## src/hw/fetchPkg.sv

```systemverilog
package fetchPkg;

    typedef logic [31:0] Addr_t;
    typedef logic [31:0] Instr_t;

    // Wraps modulo 16, one PC file entry per ID
    typedef logic [3:0] FetchId_t;

    localparam Addr_t RESET_PC = 32'h0000_0000;

    localparam logic [1:0] RESP_OKAY = 2'b00;

    typedef enum logic [1:0] {
        FAULT_NONE      = 2'd0,
        FAULT_INTERRUPT = 2'd1
    } FetchFault_t;

    typedef struct packed {
        Addr_t       pc;
        Instr_t      instr;
        FetchId_t    fetchId;
        logic        predTaken;
        FetchFault_t fault;
    } FetchOut_t;

    typedef struct packed {
        logic  taken;
        Addr_t dst;
    } Redirect_t;

    typedef struct packed {
        logic  valid;
        Addr_t src;
        Addr_t dst;
    } BtbUpdate_t;

    typedef struct packed {
        logic     valid;
        FetchId_t addr;
    } PcRead_t;

    typedef struct packed {
        Addr_t araddr;
    } AxiLiteAr_t;

    typedef struct packed {
        Instr_t     rdata;
        logic [1:0] rresp;
    } AxiLiteR_t;

    typedef struct packed {
        Addr_t      awaddr;
        Instr_t     wdata;
        logic [3:0] wstrb;
    } AxiLiteW_t;

endpackage

```

## src/hw/branchPredictor.sv

```systemverilog
`timescale 1ns/1ps

module branchPredictor #(
    parameter int BTB_ENTRIES = 8
) (
    input  logic                  clk,
    input  logic                  rst,
    input  fetchPkg::Redirect_t   redirect,
    input  fetchPkg::BtbUpdate_t  btbUpd,
    input  logic                  accept,
    output fetchPkg::Addr_t       pc,
    output logic                  predTaken
);

    localparam int IDX_W = $clog2(BTB_ENTRIES);
    localparam int TAG_W = 30 - IDX_W;

    typedef logic [IDX_W-1:0] BtbIdx_t;
    typedef logic [TAG_W-1:0] BtbTag_t;

    fetchPkg::Addr_t pcReg;
    fetchPkg::Addr_t pcNext;

    logic [BTB_ENTRIES-1:0] btbValid;
    BtbTag_t                btbTag [BTB_ENTRIES];
    fetchPkg::Addr_t        btbDst [BTB_ENTRIES];

    BtbIdx_t rdIdx;
    BtbIdx_t wrIdx;
    logic    hit;

    // Word address bits select the entry, the rest form the tag
    assign rdIdx = pcReg[IDX_W+1:2];
    assign wrIdx = btbUpd.src[IDX_W+1:2];

    assign hit = btbValid[rdIdx] && (btbTag[rdIdx] == pcReg[31:IDX_W+2]);

    assign pc        = pcReg;
    assign predTaken = hit;

    always_comb begin
        pcNext = pcReg;
        if (redirect.taken) begin
            pcNext = redirect.dst;
        end else if (accept) begin
            pcNext = hit ? btbDst[rdIdx] : pcReg + 32'd4;
        end
    end

    always_ff @(posedge clk) begin
        if (rst) begin
            pcReg <= fetchPkg::RESET_PC;
        end else begin
            pcReg <= pcNext;
        end
    end

    always_ff @(posedge clk) begin
        if (rst) begin
            btbValid <= '0;
        end else if (btbUpd.valid) begin
            btbValid[wrIdx] <= 1'b1;
        end
    end

    // Tags and targets are qualified by btbValid
    always_ff @(posedge clk) begin
        if (btbUpd.valid) begin
            btbTag[wrIdx] <= btbUpd.src[31:IDX_W+2];
            btbDst[wrIdx] <= btbUpd.dst;
        end
    end

endmodule

```

## src/hw/pcFile.sv

```systemverilog
`timescale 1ns/1ps

module pcFile (
    input  logic                clk,
    input  logic                rst,
    input  logic                we,
    input  fetchPkg::FetchId_t  waddr,
    input  fetchPkg::Addr_t     wdata,
    input  fetchPkg::PcRead_t   rdReq,
    output fetchPkg::Addr_t     rdData
);

    localparam int ENTRIES = 1 << $bits(fetchPkg::FetchId_t);

    fetchPkg::Addr_t    mem [ENTRIES];
    logic [ENTRIES-1:0] written;

    always_ff @(posedge clk) begin
        if (rst) begin
            written <= '0;
        end else if (we) begin
            written[waddr] <= 1'b1;
        end
    end

    always_ff @(posedge clk) begin
        if (we) begin
            mem[waddr] <= wdata;
        end
    end

    // Back-end read port, entries never written read as the reset PC
    assign rdData = (rdReq.valid && written[rdReq.addr]) ? mem[rdReq.addr]
                                                         : fetchPkg::RESET_PC;

endmodule

```

## src/hw/fetchPipeline.sv

```systemverilog
`timescale 1ns/1ps

module fetchPipeline (
    input  logic                   clk,
    input  logic                   rst,
    input  logic                   fetchEn,
    input  fetchPkg::Addr_t        pc,
    input  logic                   predTaken,
    input  fetchPkg::FetchFault_t  fault,
    input  logic                   squash,
    output logic                   accept,
    output logic                   arvalid,
    input  logic                   arready,
    output fetchPkg::AxiLiteAr_t   ar,
    input  logic                   rvalid,
    output logic                   rready,
    input  fetchPkg::AxiLiteR_t    r,
    output logic                   outValid,
    input  logic                   outReady,
    output fetchPkg::FetchOut_t    outInstr,
    output logic                   pcWe,
    output fetchPkg::FetchId_t     pcWaddr,
    output fetchPkg::Addr_t        pcWdata
);

    // Slot for the one fetch between issue and output buffer
    logic                  reqValid;
    logic                  reqRead;
    logic                  reqEpoch;
    fetchPkg::Addr_t       reqPc;
    logic                  reqPredTaken;
    fetchPkg::FetchFault_t reqFault;

    logic                  epoch;
    fetchPkg::FetchId_t    idCnt;
    fetchPkg::FetchOut_t   outBuf;

    logic                  isInterrupt;
    logic                  bufFree;
    logic                  stale;
    logic                  respAvail;
    logic                  respTake;
    logic                  issue;
    logic                  arFire;
    logic                  intIssue;
    logic                  deliver;
    logic                  xfer;
    fetchPkg::FetchId_t    loadId;
    fetchPkg::Instr_t      respWord;

    assign isInterrupt = (fault == fetchPkg::FAULT_INTERRUPT);
    assign bufFree     = !outValid || outReady;
    assign stale       = (reqEpoch != epoch);

    // Interrupt fetches have no bus read, their response is ready a cycle later
    assign respAvail = reqValid && (rvalid || !reqRead);
    assign respTake  = respAvail && (stale || bufFree);
    assign rready    = reqValid && reqRead && (stale || bufFree);

    assign issue    = fetchEn && !squash && bufFree && (!reqValid || respTake);
    assign arvalid  = issue && !isInterrupt;
    assign arFire   = arvalid && arready;
    assign intIssue = issue && isInterrupt;
    assign accept   = arFire || intIssue;
    assign ar       = fetchPkg::AxiLiteAr_t'{araddr: pc};

    assign deliver  = respTake && !stale && !squash;
    assign xfer     = outValid && outReady;
    assign respWord = reqRead ? r.rdata : '0;

    // The buffered item always holds the next ID to transfer
    assign loadId = xfer ? idCnt + 4'd1 : idCnt;

    always_ff @(posedge clk) begin
        if (rst) begin
            reqValid <= 1'b0;
            epoch    <= 1'b0;
            outValid <= 1'b0;
            idCnt    <= '0;
        end else begin
            if (squash) begin
                epoch <= !epoch;
            end
            if (accept) begin
                reqValid <= 1'b1;
            end else if (respTake) begin
                reqValid <= 1'b0;
            end
            if (squash) begin
                outValid <= 1'b0;
            end else if (deliver) begin
                outValid <= 1'b1;
            end else if (xfer) begin
                outValid <= 1'b0;
            end
            if (xfer) begin
                idCnt <= idCnt + 4'd1;
            end
        end
    end

    always_ff @(posedge clk) begin
        if (accept) begin
            reqRead      <= !isInterrupt;
            reqEpoch     <= epoch;
            reqPc        <= pc;
            reqPredTaken <= predTaken;
            reqFault     <= fault;
        end
        if (deliver) begin
            outBuf <= fetchPkg::FetchOut_t'{
                pc:        reqPc,
                instr:     respWord,
                fetchId:   loadId,
                predTaken: reqPredTaken,
                fault:     reqFault
            };
        end
    end

    assign outInstr = outBuf;

    assign pcWe    = xfer;
    assign pcWaddr = outBuf.fetchId;
    assign pcWdata = outBuf.pc;

endmodule

```

## src/hw/iFetch.sv

```systemverilog
`timescale 1ns/1ps

module iFetch #(
    parameter int BTB_ENTRIES = 8,
    parameter int RESET_DELAY = 20
) (
    input  logic                  clk,
    input  logic                  rst,
    input  logic                  intPending,
    input  fetchPkg::Redirect_t   redirect,
    input  fetchPkg::BtbUpdate_t  btbUpd,
    output logic                  outValid,
    input  logic                  outReady,
    output fetchPkg::FetchOut_t   outInstr,
    input  fetchPkg::PcRead_t     pcRead,
    output fetchPkg::Addr_t       pcReadData,
    output logic                  arvalid,
    input  logic                  arready,
    output fetchPkg::AxiLiteAr_t  ar,
    input  logic                  rvalid,
    output logic                  rready,
    input  fetchPkg::AxiLiteR_t   r
);

    localparam int CNT_W = $clog2(RESET_DELAY + 1);

    fetchPkg::Addr_t       pc;
    logic                  predTaken;
    logic                  accept;
    logic                  fetchEn;
    fetchPkg::FetchFault_t fault;

    logic                  pcWe;
    fetchPkg::FetchId_t    pcWaddr;
    fetchPkg::Addr_t       pcWdata;

    logic                  waiting;
    logic [CNT_W-1:0]      waitCnt;
    logic                  issuedInterrupt;

    assign fault   = intPending ? fetchPkg::FAULT_INTERRUPT : fetchPkg::FAULT_NONE;
    assign fetchEn = !waiting && !issuedInterrupt && !redirect.taken;

    always_ff @(posedge clk) begin
        if (rst) begin
            waiting         <= 1'b1;
            waitCnt         <= CNT_W'(RESET_DELAY - 1);
            issuedInterrupt <= 1'b0;
        end else begin
            // Start-up wait, cut short by a pending interrupt
            if (waiting) begin
                waitCnt <= waitCnt - 1'b1;
                if (waitCnt == '0 || intPending) begin
                    waiting <= 1'b0;
                end
            end
            if (redirect.taken) begin
                issuedInterrupt <= 1'b0;
            end else if (accept && fault == fetchPkg::FAULT_INTERRUPT) begin
                issuedInterrupt <= 1'b1;
            end
        end
    end

    branchPredictor #(
        .BTB_ENTRIES(BTB_ENTRIES)
    ) branchPredictor_i (
        .clk      (clk),
        .rst      (rst),
        .redirect (redirect),
        .btbUpd   (btbUpd),
        .accept   (accept),
        .pc       (pc),
        .predTaken(predTaken)
    );

    fetchPipeline fetchPipeline_i (
        .clk      (clk),
        .rst      (rst),
        .fetchEn  (fetchEn),
        .pc       (pc),
        .predTaken(predTaken),
        .fault    (fault),
        .squash   (redirect.taken),
        .accept   (accept),
        .arvalid  (arvalid),
        .arready  (arready),
        .ar       (ar),
        .rvalid   (rvalid),
        .rready   (rready),
        .r        (r),
        .outValid (outValid),
        .outReady (outReady),
        .outInstr (outInstr),
        .pcWe     (pcWe),
        .pcWaddr  (pcWaddr),
        .pcWdata  (pcWdata)
    );

    pcFile pcFile_i (
        .clk   (clk),
        .rst   (rst),
        .we    (pcWe),
        .waddr (pcWaddr),
        .wdata (pcWdata),
        .rdReq (pcRead),
        .rdData(pcReadData)
    );

endmodule

```

## config.mk

```make
export PLATFORM = sky130hd
export DESIGN_NAME = iFetch
export DESIGN_NICKNAME = d
export VERILOG_FILES = /design/src/hw/fetchPkg.sv /design/src/hw/branchPredictor.sv /design/src/hw/pcFile.sv /design/src/hw/fetchPipeline.sv /design/src/hw/iFetch.sv
export SDC_FILE = /design/constraint.sdc
export NUM_CORES = 1
export LEC_CHECK = 0
export BUFFER_PORTS_ARGS = -buffer_cell sky130_fd_sc_hd__buf_4
export CORE_ASPECT_RATIO = 1.25
export CORE_MARGIN = 2
export CORE_UTILIZATION = 47
export DETAILED_ROUTE_END_ITERATION = 16
export PLACE_DENSITY_LB_ADDON = 0.25
export SYNTH_ARGS = -nofsm -noshare
export SYNTH_HDL_FRONTEND = slang
export SYNTH_SLANG_ARGS = --single-unit
```

## constraint.sdc

```tcl
create_clock -name clk -period 29.9 [get_ports clk]
set_input_delay 5.98 -clock clk [delete_from_list [all_inputs] [get_ports clk]]
set_output_delay 5.98 -clock clk [all_outputs]
set_load 0.02 [all_outputs]
```

==> summary.md <==
| Metric | Value |
|---|---|
| Top-Level Pins | `281` |
| Power per cell area | `64.63 mW/mm^2` |
| Post-CTS sizing | `0` |
| Final net count | `2667` |
| Post-Route WL | `109400 um` |
| Die Span X | `280.7 um` |
| Worst Tran Pin Value | `1.229 ns` |
| EDFF count, synth | `1090` |
| Fin. Hold Viols | `0` |
| Clk sinks | `1163` |
| Avg WL per Cell | `28.56 um` |
| Number of vias per cell | `5.931` |
| Total of max-cap violations | `0` |
| DRC violations left | `0` |
| Hold_buf cts | `0` |
| WS Path Type | `in -> out` |
| Port Buf Inserts | `275` |
| Unrepaired setup endpoints after global routing | `false` |
| Largest fanout on the critical path | `49` |
| Gate Count Post-Synth | `2200` |
| Hold crit path type | `reg -> reg` |
| Req. time, crit path | `23.92 ns` |
| DIE HEIGHT | `349.8 um` |
| Leak | `16.97 nW` |
| Worst EP arrival | `8.86 ns` |
| Placement Rows | `126` |
| Synth cell types | `63` |
| Slew Viols, Final | `0` |
| PnR worst setup slack | `15.06 ns` |
| Switching Share | `21.39%` |
| Final Wtd Congestion | `0.8246` |
| Area growth syn-to-layout | `15.87%` |
| Reg power frac | `54.2%` |
| Grt total ovfl | `0` |
| Post-DP HPWL | `63410 um` |
| Reg clk slew, reported paths | `0.06 ns` |
| Clk_skew | `0.03198 ns` |
| Bufs on Longest Clock Path | `3` |
| Top delay family on crit path | `buffers and inverters` |
| Net Sw Power | `0.0007202 W` |
| Clk network pwr share | `40.5%` |
| Minimum clock period | `14.84 ns` |
| CP Launch Type | `input port` |
| Setup TNS | `0 ns` |
| Avg Inst Size Synth | `20.44 um^2` |
| Gr usage total | `22.32%` |
| Gate power share | `5.3%` |
| Initial antenna violation count | `5` |
| Slowest-stage cell, CP | `buf_4` |
| Ys Warns | `0` |
| Outcome | `finished, final reports clean` |
| Final worst path period share | `49.63%` |
| Max-slew headroom | `17.75%` |
| Worst hold slack | `0.4188 ns` |
| Fillers | `7188` |
| Flops & latches, synth | `1163` |
| Worst Setup End Kind | `output pin` |
| Drt pass-1 iters | `5` |
| F_max | `0.06739 GHz` |
| Post-CTS setup buffers | `0` |
| Initial detailed-routing violation count | `2154` |
| Deepest level of the CTS H-tree | `3` |
| Mapped Area | `0.04497 mm^2` |
| Routed vias | `22720` |
| Sequential element share of the synthesized area | `76.04%` |
| Fraction of registers with async set/reset | `0%` |
| CP Cell Sequence | `clkbuf_8 > buf_4 > mux4_2 > mux4_2 > and3_1 > buf_4` |
| Share of layout cells above drive strength 1 | `31.42%` |
| Total core area | `0.09459 mm^2` |
| Clk root buf | `clkbuf_16` |
| TritonCTS Buffers | `111` |
| Die area | `0.09818 mm^2` |
| Worst path bufs/invs | `3` |
| Syn nets | `2346` |
| Initial Util | `47.54%` |
| Final number of setup-violating endpoints | `0` |
| Main synth FF type | `edfxtp_1` |
| Largest net degree at the start of global routing | `66` |
| DP Worst Slack | `14.95 ns` |
| Largest stage delay on the critical path | `0.84 ns` |
| Number of global-route vias before repair | `23450` |
| Global-route wire length before repair | `158100 um` |
| CTS tree | `yes` |
| Clk_lat worst skew | `0.70 ns` |
| ANT nets after route | `0` |
| Max VDD drop | `0.00005943 V` |
| Cell internal pwr | `0.002647 W` |
==> layout by cell type, fill, tap and decap left out, types with 9 or more instances in the layout <==
cell type  count
clkbuf_16    112
nor3_1        18
xor2_1        15
o21ai_0       24
xnor2_1       13
dfxtp_1       70
mux2_2        36
a31oi_1        9
clkbuf_1      18
a21oi_1       32
edfxtp_1    1090
o22ai_1        9
nor2_4        18
a22o_1        18
a22oi_1       12
nand2b_1      11
buf_4        320
nand2_1       43
nor2b_1        9
and3_1        47
mux2i_1       93
or3_1         17
and2_1        35
inv_1         10
clkinv_2      22
nor2_1        80
nand4_1       16
mux4_2       253
nand3_1       20
clkinv_1      25
==> sequential cells by signal, summed over array words and instances (netlist names), 4 cells and up, named ones only <==
signal / cells
branchPredictor_i.btbDst: 256
branchPredictor_i.btbTag: 216
branchPredictor_i.btbValid: 8
branchPredictor_i.pc: 32
fetchPipeline_i.idCnt: 4
fetchPipeline_i.outInstr: 34
fetchPipeline_i.pcWaddr: 4
fetchPipeline_i.pcWdata: 32
fetchPipeline_i.reqPc: 32
pcFile_i.mem: 512
pcFile_i.written: 16
waitCnt: 5
==> layout make-up <==
class                   instances  area [um^2]  area share (%)
diodes                          1        2.502        0.004803
clock buffers                 133         2912           5.588
clock inverters                72        615.6           1.182
inverters                      12        52.55          0.1009
multi-input cells             912        10380           19.92
flip-flops and latches       1163        34200           65.65
well taps                    1216         1521           2.920
repair buffers                321         2416           4.637
==> stage by stage <==
| stage | area (um^2) | util (%) | cells | total power [W] |
|---|---|---|---|---|
| 6_report | 52100 | 55.08 | 3830 | 0.003367 |
| 5_1_grt | 52100 | 55.08 | 3830 | 0.003466 |
| 4_1_cts | 52100 | 55.08 | 3829 | 0.003391 |
| 3_5_place_dp | 48570 | 51.35 | 3624 | 0.002040 |
| 3_3_place_gp | 48570 | 51.35 | 3624 | 0.002034 |
| 2_1_floorplan | 44970 | - | 2200 | 0.001964 |
==> cell usage after synthesis (all sizes together), types with 6 or more instances <==
master   instances  area [um^2]
xor2            15        131.4
nand2b          11        68.82
a32o             7        70.07
nor4             7        50.05
nand4           17        112.6
a31oi            9        56.30
mux4           253         5698
a22oi           12        90.09
or3             17        106.4
a2111oi         10        132.6
mux2i           93        930.9
a21oi           32        160.2
xnor2           13        113.9
a22o            18        157.7
mux2            36        405.4
inv             10        37.54
nand2           43        161.4
and3            47        294.0
o21a             6        45.04
o22ai            9        56.30
buf             45        265.3
nand3           20        100.1
nand3b           6        45.04
edfxtp        1090        32730
nor2b           10        70.06
clkbuf          68        255.2
nor2            98        367.9
and2            35        219.0
nor3            24        120.1
o21ai           31        155.2
dfxtp           73         1461
==> path summary, 6_finish.rpt <==
path	start	endpoint	slack [ns]	depth (start not counted)
worst min register to register	fetchPipeline_i.reqPc[29]	fetchPipeline_i.pcWdata[29]	0.42	0
worst min-delay path	fetchPipeline_i.reqPc[29]	fetchPipeline_i.pcWdata[29]	0.42	0
worst max register to register	register	register	24.53	9
worst max-delay path	pcRead[0]	pcReadData[31]	15.06	6
==> cell families after synthesis <==
group	after synthesis	synth area share (%)
AO/OA/AOI/OAI	151	2.374
flip-flops	1163	76.04
XOR/XNOR	28	0.5454
buffers and inverters	125	1.269
adder cells (fa/ha/maj)	3	0.08349
AND/OR/NAND/NOR	347	4.035
other	1	0.008340
multiplexers	382	15.64
==> power groups by stage <==
stage | Sequential [W] | Clock, W | Combinational [W]
6_report | 0.00183 | 0.00136 | 0.000178
5_1_grt | 0.00183 | 0.00145 | 0.000190
4_1_cts | 0.00183 | 0.00139 | 0.000180
3_5_place_dp | 0.00186 | 0 | 0.000180
3_3_place_gp | 0.00186 | 0 | 0.000176
2_1_floorplan | 0.00185 | 0 | 0.000115
==> layer usage <==
metal,track usage [%],routed length [um],vias to the layer above
met5,0,34,-
met4,7.476,3013,6
met3,4.233,7558,163
met2,38.89,56740,834
met1,28.13,42030,12010
li1,-,-,9699
No activity file was read; power rests on OpenSTA's default activity.
